File: src/hdl/soc_pkg.sv
// Shared widths, AHB codes and UART register map; only SINGLE NONSEQ transfers are encoded
package soc_pkg;

	// --------------------
	// Bus widths

	localparam int addr_w     = 32;
	localparam int data_w     = 32;
	localparam int apb_addr_w = 16;

	// --------------------
	// AHB-Lite control codes

	// Only IDLE and NONSEQ are generated, no bursts
	localparam logic [1:0] htrans_idle   = 2'b00;
	localparam logic [1:0] htrans_nonseq = 2'b10;

	localparam logic [2:0] hsize_byte = 3'b000;
	localparam logic [2:0] hsize_half = 3'b001;
	localparam logic [2:0] hsize_word = 3'b010;

	// --------------------
	// UART register map

	localparam logic [apb_addr_w-1:0] uart_csr_ofs = 16'h0000;
	localparam logic [apb_addr_w-1:0] uart_div_ofs = 16'h0004;
	localparam logic [apb_addr_w-1:0] uart_tx_ofs  = 16'h0008;
	localparam logic [apb_addr_w-1:0] uart_rx_ofs  = 16'h000c;

	// CSR field positions
	localparam int csr_tx_busy_bit  = 0;
	localparam int csr_rx_valid_bit = 1;
	localparam int csr_irq_en_bit   = 8;

	// Clocks per bit out of reset
	localparam int div_reset = 16;

endpackage

File: src/hdl/ahbl_if.sv
// AHB-Lite subset without HBURST, HPROT or HMASTLOCK; hready is the bus-wide ready seen by slaves
`timescale 1ns/1ps

interface ahbl_if;

	// Address phase and write data, driven towards the slave
	logic [soc_pkg::addr_w-1:0] haddr;
	logic                       hwrite;
	logic [1:0]                 htrans;
	logic [2:0]                 hsize;
	logic [soc_pkg::data_w-1:0] hwdata;
	logic                       hready;

	// Data phase response, driven by the slave
	logic                       hready_resp;
	logic                       hresp;
	logic [soc_pkg::data_w-1:0] hrdata;

	modport master (
		output haddr, hwrite, htrans, hsize, hwdata, hready,
		input  hready_resp, hresp, hrdata
	);

	modport slave (
		input  haddr, hwrite, htrans, hsize, hwdata, hready,
		output hready_resp, hresp, hrdata
	);

endinterface

File: src/hdl/apb_if.sv
// APB subset with zero wait states, so no pready is carried
`timescale 1ns/1ps

interface apb_if;

	logic                           psel;
	logic                           penable;
	logic                           pwrite;
	logic [soc_pkg::apb_addr_w-1:0] paddr;
	logic [soc_pkg::data_w-1:0]     pwdata;
	logic [soc_pkg::data_w-1:0]     prdata;
	logic                           pslverr;

	modport master (
		output psel, penable, pwrite, paddr, pwdata,
		input  prdata, pslverr
	);

	modport slave (
		input  psel, penable, pwrite, paddr, pwdata,
		output prdata, pslverr
	);

endinterface

File: src/hdl/ahbl_to_apb.sv
// AHB-Lite to APB bridge with fixed 3-cycle data phase; APB slaves must answer without wait states
`timescale 1ns/1ps

module ahbl_to_apb (
	input  logic  clk,
	input  logic  arst_n,
	ahbl_if.slave ahb,
	apb_if.master apb
);

	localparam logic [1:0] st_idle   = 2'd0;
	localparam logic [1:0] st_setup  = 2'd1;
	localparam logic [1:0] st_access = 2'd2;

	logic [1:0]                     state;
	logic                           err_first;
	logic                           err_second;
	logic                           write_q;
	logic [soc_pkg::apb_addr_w-1:0] addr_q;
	logic [soc_pkg::data_w-1:0]     wdata_q;
	logic [soc_pkg::data_w-1:0]     rdata_q;

	// --------------------
	// Transfer controller

	always_ff @(posedge clk or negedge arst_n) begin
		if (!arst_n) begin
			state      <= st_idle;
			err_first  <= 1'b0;
			err_second <= 1'b0;
		end else begin
			err_first  <= 1'b0;
			err_second <= err_first;
			case (state)
				st_idle: begin
					if (ahb.hready && ahb.htrans == soc_pkg::htrans_nonseq)
						state <= st_setup;
				end
				st_setup: begin
					state <= st_access;
				end
				default: begin
					// APB completes in the access cycle
					err_first <= apb.pslverr;
					state     <= st_idle;
				end
			endcase
		end
	end

	always_ff @(posedge clk) begin
		if (state == st_idle && ahb.hready && ahb.htrans == soc_pkg::htrans_nonseq) begin
			addr_q  <= ahb.haddr[soc_pkg::apb_addr_w-1:0];
			write_q <= ahb.hwrite;
		end
		// Write data is valid once the AHB data phase has begun
		if (state == st_setup)
			wdata_q <= ahb.hwdata;
		if (state == st_access)
			rdata_q <= apb.prdata;
	end

	// --------------------
	// APB and AHB outputs

	assign apb.psel    = state != st_idle;
	assign apb.penable = state == st_access;
	assign apb.pwrite  = write_q;
	assign apb.paddr   = addr_q;
	assign apb.pwdata  = state == st_setup ? ahb.hwdata : wdata_q;

	assign ahb.hready_resp = state == st_idle && !err_first;
	assign ahb.hresp       = err_first || err_second;
	assign ahb.hrdata      = rdata_q;

endmodule

File: src/flat_wrapper.sv
// flat-port wrapper written by rule: the top's interface ports become plain ports
module ahbl_to_apb_flat 
  (clk, arst_n, ahb_haddr, ahb_hwrite, ahb_htrans, ahb_hsize, ahb_hwdata, ahb_hready, ahb_hready_resp, ahb_hresp, ahb_hrdata, apb_psel, apb_penable, apb_pwrite, apb_paddr, apb_pwdata, apb_prdata, apb_pslverr);
  ahbl_if ahb_i ();
  apb_if apb_i ();
  input  logic clk;
  input  logic arst_n;
  input wire logic [$bits(ahb_i.haddr)-1:0] ahb_haddr;
  input wire logic [$bits(ahb_i.hwrite)-1:0] ahb_hwrite;
  input wire logic [$bits(ahb_i.htrans)-1:0] ahb_htrans;
  input wire logic [$bits(ahb_i.hsize)-1:0] ahb_hsize;
  input wire logic [$bits(ahb_i.hwdata)-1:0] ahb_hwdata;
  input wire logic [$bits(ahb_i.hready)-1:0] ahb_hready;
  output wire logic [$bits(ahb_i.hready_resp)-1:0] ahb_hready_resp;
  output wire logic [$bits(ahb_i.hresp)-1:0] ahb_hresp;
  output wire logic [$bits(ahb_i.hrdata)-1:0] ahb_hrdata;
  output wire logic [$bits(apb_i.psel)-1:0] apb_psel;
  output wire logic [$bits(apb_i.penable)-1:0] apb_penable;
  output wire logic [$bits(apb_i.pwrite)-1:0] apb_pwrite;
  output wire logic [$bits(apb_i.paddr)-1:0] apb_paddr;
  output wire logic [$bits(apb_i.pwdata)-1:0] apb_pwdata;
  input wire logic [$bits(apb_i.prdata)-1:0] apb_prdata;
  input wire logic [$bits(apb_i.pslverr)-1:0] apb_pslverr;
  assign ahb_i.haddr = ahb_haddr;
  assign ahb_i.hwrite = ahb_hwrite;
  assign ahb_i.htrans = ahb_htrans;
  assign ahb_i.hsize = ahb_hsize;
  assign ahb_i.hwdata = ahb_hwdata;
  assign ahb_i.hready = ahb_hready;
  assign ahb_hready_resp = ahb_i.hready_resp;
  assign ahb_hresp = ahb_i.hresp;
  assign ahb_hrdata = ahb_i.hrdata;
  assign apb_psel = apb_i.psel;
  assign apb_penable = apb_i.penable;
  assign apb_pwrite = apb_i.pwrite;
  assign apb_paddr = apb_i.paddr;
  assign apb_pwdata = apb_i.pwdata;
  assign apb_i.prdata = apb_prdata;
  assign apb_i.pslverr = apb_pslverr;
  ahbl_to_apb u_core (.clk(clk), .arst_n(arst_n), .ahb(ahb_i), .apb(apb_i));
endmodule
File: config.mk
export PLATFORM = sky130hd
export DESIGN_NAME = ahbl_to_apb_flat
export DESIGN_NICKNAME = d
export VERILOG_FILES = /design/src/hdl/soc_pkg.sv /design/src/hdl/ahbl_if.sv /design/src/hdl/apb_if.sv /design/src/hdl/ahbl_to_apb.sv /design/src/flat_wrapper.sv
export SDC_FILE = /design/constraint.sdc
export NUM_CORES = 1
export LEC_CHECK = 0
export BUFFER_PORTS_ARGS = -buffer_cell sky130_fd_sc_hd__clkbuf_2
export CORE_UTILIZATION = 23
export DETAILED_ROUTE_END_ITERATION = 10
export PLACE_DENSITY = 0.55
export RECOVER_POWER = 25
export SETUP_SLACK_MARGIN = 0.05
export SYNTH_ARGS = -nofsm -noshare
export SYNTH_HDL_FRONTEND = slang
export SYNTH_SLANG_ARGS = --single-unit
File: constraint.sdc
create_clock -name clk -period 3.25 [get_ports clk]
set_input_delay 0.1625 -clock clk [delete_from_list [all_inputs] [get_ports clk]]
set_output_delay 0.1625 -clock clk [all_outputs]
set_load 0.03 [all_outputs]
==> results_dict.tcl, run 1 <==
set metrics [dict create \
    grt_util_all_layers_pct 9.67 \
    drt_wl_total_um 5980 \
    synth_ff_type "edfxtp_1" \
    rsz0062_at_grt "false" \
    synth_warnings 0 \
    yosys.area.top_type "edfxtp_1" \
    drv_slew 0 \
    chipWidth_um 112 \
    clk_latency_ps 340 \
    period_share_pct 70.9 \
    dieHeight_um 112 \
    power.density_nw_per_um2 641 \
    synth.avg_cell_area_um2 21.5 \
    cts.sinks 85 \
    grt_pass1_wl_um 9230 \
    met1_length_um 2320 \
    tritoncts "done" \
    relSlewSlack_pct 56.1 \
    dp_hpwl_um 4060 \
    grt_max_degree 34 \
    timing.setup.tns_ps 0 \
    drive_gt1_share_pct 61.3 \
    post_dp_cell_area_um2 3810 \
    cts_max_level 3 \
    fmax_mhz 434 \
    fin_worst_skew_ps 8.04 \
    wl_met2_um 2820 \
    fillers 1089 \
    place.gp.congestion 0.653 \
    ant_nets 0 \
    coreArea_um2 11700 \
    dpl_worst_slack_ps 1240 \
    clkSlewWorstSetupHoldPaths_ps 60 \
    vdd.ir_drop.worst_mv 0.258 \
    synth_edf_count 49 \
    worstPathRequired_ps 3090 \
    drtIter0Drc 100 \
    final_nets 468 \
    hold_path.class "in -> reg" \
    synthesis.area_um2 2800 \
    leakage_nw 2.09 \
    rrSetupSlack_ps 1520 \
    ys_types 13 \
    antenna_cells 0 \
    path_max_fanout 18 \
    routed.top_layer "met4" \
    start_util_pct 24.0 \
    grt_pass1_vias 1979 \
    antenna_found_initial 0 \
    arrival_ps 2140 \
    finish.instance_area_um2 4610 \
    min_period_ps 2300 \
    wl_met3_um 684 \
    drc 0 \
    synth-seq-cells 85 \
    syn_to_final_growth_pct 64.5 \
    synth.top_cell.area_share_pct 52.5 \
    startpoint_type "register" \
    tightest_slew_ps 657 \
    ys_seq_area_share_pct 79.0 \
    setup_viol 0 \
    synthesis.instances 130 \
    synthTopCellsByArea "edfxtp_1 (53%), dfxtp_1 (23%), mux2_4 (16%)" \
    clockBufferDepth 2 \
    num_rows 39 \
    portBuffers 171 \
    status "complete, no violations" \
    overflow 0 \
    synth_common_cells "edfxtp_1 (49), dfxtp_1 (32), mux2_4 (29), dfrtp_1 (4)" \
    async_flop_share_pct 4.71 \
    setup_slack_ps 947 \
    crit_type "reg -> out" \
    wl_per_cell_um 11.7 \
    end_kind "output port" \
    dr_total_vias 1939 \
    hold_viol_final 0 \
    ios 191 \
    root_buffer "clkbuf_16" \
    die_area_um2 12600 \
    drt-pass1-iter-count 4 \
    maxCapViolCount 0 \
    syn_nets 236 \
    vias_per_cell 3.80 \
    numCtsBuffers 9 \
    synthMostInstantiatedCell "edfxtp_1" \
]
==> layer usage <==
| layer | track usage [%] | up-vias |
|---|---|---|
| li1 | - | 943 |
| met1 | 9.84 | 870 |
| met2 | 16.0 | 114 |
| met3 | 4.59 | 12 |
| met4 | 6.22 | 0 |
| met5 | 0 | - |
==> path summary, 6_finish.rpt <==
check                                             from                             to  cells after the start
max                        u_core.state[1]$_DFFE_PN0P_                 apb_pwdata[14]                      4
min                                       ahb_haddr[2]  u_core.apb.paddr[2]$_DFFE_PP_                      1
max reg2reg                u_core.state[1]$_DFFE_PN0P_      u_core.wdata_q[8]$_DFF_P_                      3
min reg2reg                 u_core.err_first$_DFF_PN0_    u_core.err_second$_DFF_PN0_                      0
max in group asynchronous                       arst_n    u_core.state[1]$_DFFE_PN0P_                      2
min in group asynchronous                       arst_n     u_core.err_first$_DFF_PN0_                      2
==> layout make-up <==
class | count | area, um2 | area share (%)
Timing Repair Buffer | 225 | 1380 | 30.0
Sequential cell | 85 | 2210 | 48.0
Clock buffer | 10 | 229 | 4.97
Tap cell | 143 | 179 | 3.88
Multi-Input combinational cell | 41 | 533 | 11.6
Clock inverter | 6 | 71.3 | 1.55
==> power breakdown <==
group	internal [mW]	leakage (nW)	switching, mW
clock network	0.600	0.139	0.412
registers	1.26	0.772	0.0307
logic	0.277	1.18	0.371
==> cells in the final DEF (no fill, tap or decap) <==
cell type and count:
and2_1 1, buf_4 4, bufinv_16 1, clkbuf_1 3, clkbuf_16 9, clkbuf_2 169, clkinv_4 2, clkinvlp_4 2
dfrtp_1 4, dfxtp_1 32, dlygate4sd3_1 50, edfxtp_1 49, inv_6 1, mux2_2 3, mux2_4 29, nand2_1 1
nor2_1 1, nor2b_2 1, nor2b_4 1, nor3_1 1, nor3_2 1, or2_2 2
==> repair_timing <==
action / in CTS / in global routing
setup buffers: 0 / 0
hold buffers: 50 / 0
resized for setup: 0 / 0
endpoints found under the hold margin: 53 / 0
==> per-stage QoR <==
| step | std cells | power (mW) | hold slack [ps] | utilization, % |
|---|---|---|---|---|
| CTS | 510 | 3.00 | 1.94 | 39.5 |
| floorplan | 130 | 1.75 | -133 | - |
| global placement | 444 | 1.91 | -28.1 | 32.7 |
| global route | 510 | 3.08 | 2.60 | 39.5 |
| detailed placement | 444 | 1.92 | -27.4 | 32.7 |
| finish | 510 | 2.95 | 14.5 | 39.5 |
==> worst max-delay path: stages, from the launching register on <==
cell	delay (ps)
dfrtp_1	420
nor2b_4	550
buf_4	330
mux2_4	320
clkbuf_2	190
==> flip-flops by register name, indices dropped and copies added (netlist names) <==
name / count
u_core.err_second: 1
u_core.wdata_q: 32
u_core.state: 2
u_core.apb.paddr: 16
u_core.apb.pwrite: 1
u_core.ahb.hrdata: 32
u_core.err_first: 1
==> cell families (layout without fill, tap and decap cells) <==
logic type | count (synthesis) | count (layout) | synth area share (%)
and+or+nand+nor | 9 | 9 | 1.74
DFF | 85 | 85 | 79.0
buffers and inverters | 4 | 241 | 2.55
muxes | 32 | 32 | 16.7
(Power assumes the default switching activity.)
==> run 2: changes to the inputs <==
PLACE_DENSITY = 0.56   (was 0.55)
clock period = 1.9 ns   (was 3.25 ns; I/O delays follow)
==> run 2 against run 1 <==
Effect of this change: final cell count rose by 6.7%; core utilization up 3.0 points; total power increased by 68%; sequential power rose by 71%; first-iteration DRC count fell by 1.0%; die area unchanged; critical path type unchanged; critical endpoint is now apb_pwdata[29]; highest routed layer unchanged.
==> results_dict.tcl, run 2 (same netlist as run 1, synthesis figures left out) <==
set metrics [dict create \
    r2r_start "u_core.state[0]$_DFFE_PN0P_" \
    portBuffers 171 \
    hold_viol_final 0 \
    syn_to_final_growth_pct 77.0 \
    chipWidth_um 112 \
    vdd.ir_drop.worst_mv 0.447 \
    arrival_ps 1720 \
    reg2regPathDepth 3 \
    antenna_cells 0 \
    relSlewSlack_pct 72.1 \
    hold_path.class "in -> reg" \
    drc 0 \
    path_max_fanout 17 \
    drt_wl_total_um 6670 \
    cts_max_level 3 \
    dieHeight_um 112 \
    grt_pass1_wl_um 10100 \
    layout_common_cells "clkbuf_2 (169), dlygate4sd3_1 (84), edfxtp_1 (49)" \
    leakage_nw 2.23 \
    clkSlewWorstSetupHoldPaths_ps 60 \
    vias_per_cell 3.80 \
    post-route-util_pct 42.5 \
    layout_commonest_cell "clkbuf_2" \
    drtIter0Drc 99 \
    maxCapViolCount 0 \
    dp_hpwl_um 3860 \
    crit_type "reg -> out" \
    ios 191 \
    timing.setup.tns_ps 0 \
    startpoint_type "register" \
    overflow 0 \
    crit_end "apb_pwdata[29]" \
    drt-pass1-iter-count 3 \
    clockBufferDepth 2 \
    fillers 1046 \
    ant_nets 0 \
    numCtsBuffers 9 \
    crit-reg2reg-capture "u_core.apb.paddr[8]$_DFFE_PP_" \
    die_area_um2 12600 \
    wl_per_cell_um 12.3 \
    cts_resized 0 \
    place.gp.congestion 0.679 \
    end_kind "output port" \
    min_period_ps 1810 \
    coreArea_um2 11700 \
    tritoncts "done" \
    power.density_nw_per_um2 1000 \
    setup_viol 0 \
    tightest_slew_ps 419 \
    period_share_pct 95.3 \
    status "complete, no violations" \
    clk_latency_ps 340 \
    cts.sinks 85 \
    drv_slew 0 \
    setup.worst_path.start "u_core.state[0]$_DFFE_PN0P_" \
    start_util_pct 24.0 \
    grt_util_all_layers_pct 10.7 \
    final_nets 502 \
    grt_max_degree 34 \
    drive_gt1_share_pct 55.9 \
    rsz0062_at_grt "true" \
    dr_total_vias 2068 \
    antenna_found_initial 0 \
    rrSetupSlack_ps 410 \
    num_rows 39 \
    fmax_mhz 552 \
    grt_pass1_vias 2151 \
    worstPathRequired_ps 1800 \
    root_buffer "clkbuf_16" \
    fin_worst_skew_ps 4.23 \
]
## run 2: layer usage
layer / up-vias / track usage [%] / part of all wire (%)
li1: 1011 / - / -
met1: 916 / 11.1 / 42
met2: 128 / 17.8 / 46
met3: 13 / 4.37 / 8.7
met4: 0 / 7.29 / 2.9
met5: - / 0 / 0
## run 2: how the worst min path moves through the flow
stage / from / to / slack, ps / depth (start not counted)
6_report: ahb_hready / u_core.state[0]$_DFFE_PN0P_ / 60 / 3
5_1_grt: ahb_hready / u_core.state[0]$_DFFE_PN0P_ / 60 / 3
4_1_cts: ahb_hready / u_core.state[0]$_DFFE_PN0P_ / 40 / 3
3_5_place_dp: arst_n / u_core.state[0]$_DFFE_PN0P_ / -90 / 1
3_3_place_gp: arst_n / u_core.state[0]$_DFFE_PN0P_ / -100 / 1
2_1_floorplan: arst_n / u_core.err_first$_DFF_PN0_ / -200 / 0
## run 2: power breakdown
part / switching, mW / internal [mW]
Clock: 0.692 / 0.887
Sequential: 0.0557 / 2.16
Combinational: 0.655 / 0.526
Total: 1.40 / 3.57
## run 2: timing repair
action	in CTS	in global routing
gates cloned	0	1
endpoints found under the setup margin	3	32
hold buffers	84	0
endpoints found under the hold margin	87	0
setup buffers	0	0
## run 2: cell type report
| cell class | count | area [um2] | share of cell area (%) |
|---|---|---|---|
| multi-input combinational | 41 | 544 | 11.0 |
| clock inverter | 5 | 36.3 | 0.732 |
| sequential | 85 | 2210 | 44.6 |
| tap | 143 | 179 | 3.61 |
| clock buffer | 11 | 233 | 4.69 |
| timing repair buffer | 259 | 1750 | 35.4 |
## run 2: per-stage QoR
stage               instances  instance area, um2  hold slack, ps  power [mW]  worst slack, ps
floorplan                 130                2820            -201        2.99              173
global placement          443                3830           -95.4        3.28              412
detailed placement        443                3830           -93.6        3.28              401
CTS                       543                4940            42.2        5.03             32.7
global route              544                4960            58.9        5.20             3.49
finish                    544                4960            59.0        4.97             89.2
## run 2: critical path: stages (launching register included)
cell	delay, ps
dfrtp_1	390
nor2b_4	230
buf_12	200
mux2_2	370
clkbuf_2	190
==> run 3: changes to the inputs <==
CORE_UTILIZATION = 37   (was 23)
PLACE_DENSITY = 0.81   (was 0.56)
==> run 3 against run 2 <==
Effect of this change: clock skew increased by 2.8 ps; via count increased by 3.6%; count of clock-buffer cells in the layout unchanged; global-route usage increased by 6.2 points; hold slack got worse by 19 ps; worst setup slack improved by 5.2 ps; maximum frequency increased by 0.29%; total power decreased by 3.6%; routed wire length increased by 7.9%; sequential share of layout area decreased by 0.69 points; clock power decreased by 22%; critical path depth increased by 1; highest routed layer unchanged.
==> results_dict.tcl, run 3 (same netlist as run 1, synthesis figures left out) <==
set metrics [dict create \
    grt_pass1_vias 2150 \
    timing.setup.tns_ps 0 \
    die_area_um2 7920 \
    path_max_fanout 8 \
    ant_nets 0 \
    place.gp.congestion 0.662 \
    wl_per_cell_um 14.1 \
    arrival_ps 1710 \
    antenna_found_initial 0 \
    clkSlewWorstSetupHoldPaths_ps 80 \
    num_rows 31 \
    dp_hpwl_um 4020 \
    vias_per_cell 4.21 \
    wl_met3_um 552 \
    leakage_nw 2.28 \
    dp.cells 399 \
    cts.sinks 85 \
    hold_viol_final 0 \
    drc 0 \
    drtIter0Drc 50 \
    fin_worst_skew_ps 7.01 \
    chipWidth_um 89.0 \
    rsz0062_at_grt "true" \
    layout_common_cells "clkbuf_2 (147), dlygate4sd3_1 (84), edfxtp_1 (49)" \
    dieHeight_um 89.0 \
    drv_slew 0 \
    routed.top_layer "met4" \
    numCtsBuffers 9 \
    vdd.ir_drop.worst_mv 0.622 \
    layout_commonest_cell "clkbuf_2" \
    power.density_nw_per_um2 952 \
    cts_max_level 3 \
    setup_viol 0 \
    fmax_mhz 554 \
    drive_gt1_share_pct 56.6 \
    ios 191 \
    clk_latency_ps 350 \
    grt_pass1_wl_um 9640 \
    end_kind "output port" \
    fin_cells 509 \
    dr_total_vias 2143 \
    met1_length_um 2650 \
    fillers 543 \
    grt_max_degree 34 \
    tightest_slew_ps 400 \
    period_share_pct 95.0 \
    coreArea_um2 7290 \
    hold_path.class "in -> reg" \
    start_util_pct 38.4 \
    tritoncts "done" \
    drt-pass1-iter-count 4 \
    root_buffer "clkbuf_8" \
    drt_wl_total_um 7200 \
    crit_type "reg -> out" \
    grt_util_all_layers_pct 16.9 \
    syn_to_final_growth_pct 79.8 \
    maxCapViolCount 0 \
    overflow 0 \
    final_nets 511 \
    startpoint_type "register" \
    portBuffers 171 \
    clockBufferDepth 2 \
    wl_met2_um 3870 \
    worstPathRequired_ps 1800 \
    relSlewSlack_pct 73.3 \
    min_period_ps 1810 \
    rrSetupSlack_ps 280 \
    status "complete, no violations" \
    antenna_cells 0 \
]
run 3: routing by layer:
metal / GRT usage, % / vias to the layer above
li1: - / 1026
met1: 16.8 / 1004
met2: 31.0 / 99
met3: 6.56 / 14
met4: 7.94 / 0
met5: 0 / -
run 3: area by class of cell:
type / count / area, um2 / area share [%]
clock buffer: 11 / 131 / 2.61
clock inverter: 5 / 58.8 / 1.17
multi-input combinational: 41 / 544 / 10.8
sequential: 85 / 2210 / 43.9
tap: 99 / 124 / 2.46
timing repair buffer: 268 / 1970 / 39.0
run 3: final timing paths:
| path | start | end | cells after the start |
|---|---|---|---|
| hold / removal | ahb_hready | u_core.state[0]$_DFFE_PN0P_ | 3 |
| max in group asynchronous | arst_n | u_core.state[0]$_DFFE_PN0P_ | 2 |
| setup reg to reg | u_core.state[1]$_DFFE_PN0P_ | u_core.apb.paddr[2]$_DFFE_PP_ | 4 |
| hold reg to reg | u_core.err_first$_DFF_PN0_ | u_core.err_second$_DFF_PN0_ | 0 |
| min in group asynchronous | arst_n | u_core.err_second$_DFF_PN0_ | 2 |
| setup / recovery | u_core.state[1]$_DFFE_PN0P_ | apb_pwdata[24] | 5 |
run 3: repair_timing:
action | 4_1_cts | 5_1_grt
hold buffers | 84 | 0
cloned | 0 | 3
endpoints found under the hold margin | 87 | 0
setup buffers | 0 | 7
resized for setup | 0 | 73
setup endpoints to repair | 6 | 32
run 3: power breakdown:
part | switching (mW) | internal, mW | total [mW]
sequential | 0.0615 | 2.15 | 2.22
clock | 0.622 | 0.611 | 1.23
combinational | 0.688 | 0.658 | 1.35
run 3: metrics by stage:
stage                     power [mW]  cell area (um2)  worst slack (ps)  utilization (%)  hold WS, ps
after floorplan                 2.99             2820               173                -         -201
after global placement          3.27             3770               414             51.7        -95.4
after detailed placement        3.29             3770               392             51.7        -91.3
after CTS                       4.66             4800              8.84             65.9         20.9
after global routing            5.00             5040              26.1             69.1         46.0
final                           4.79             5040              94.4             69.1         40.4
run 3: worst max-delay path: stages (launching register included):
cell	delay, ps
dfrtp_1	420
nor2b_4	190
buf_12	140
buf_12	130
mux2_4	310
clkbuf_2	180
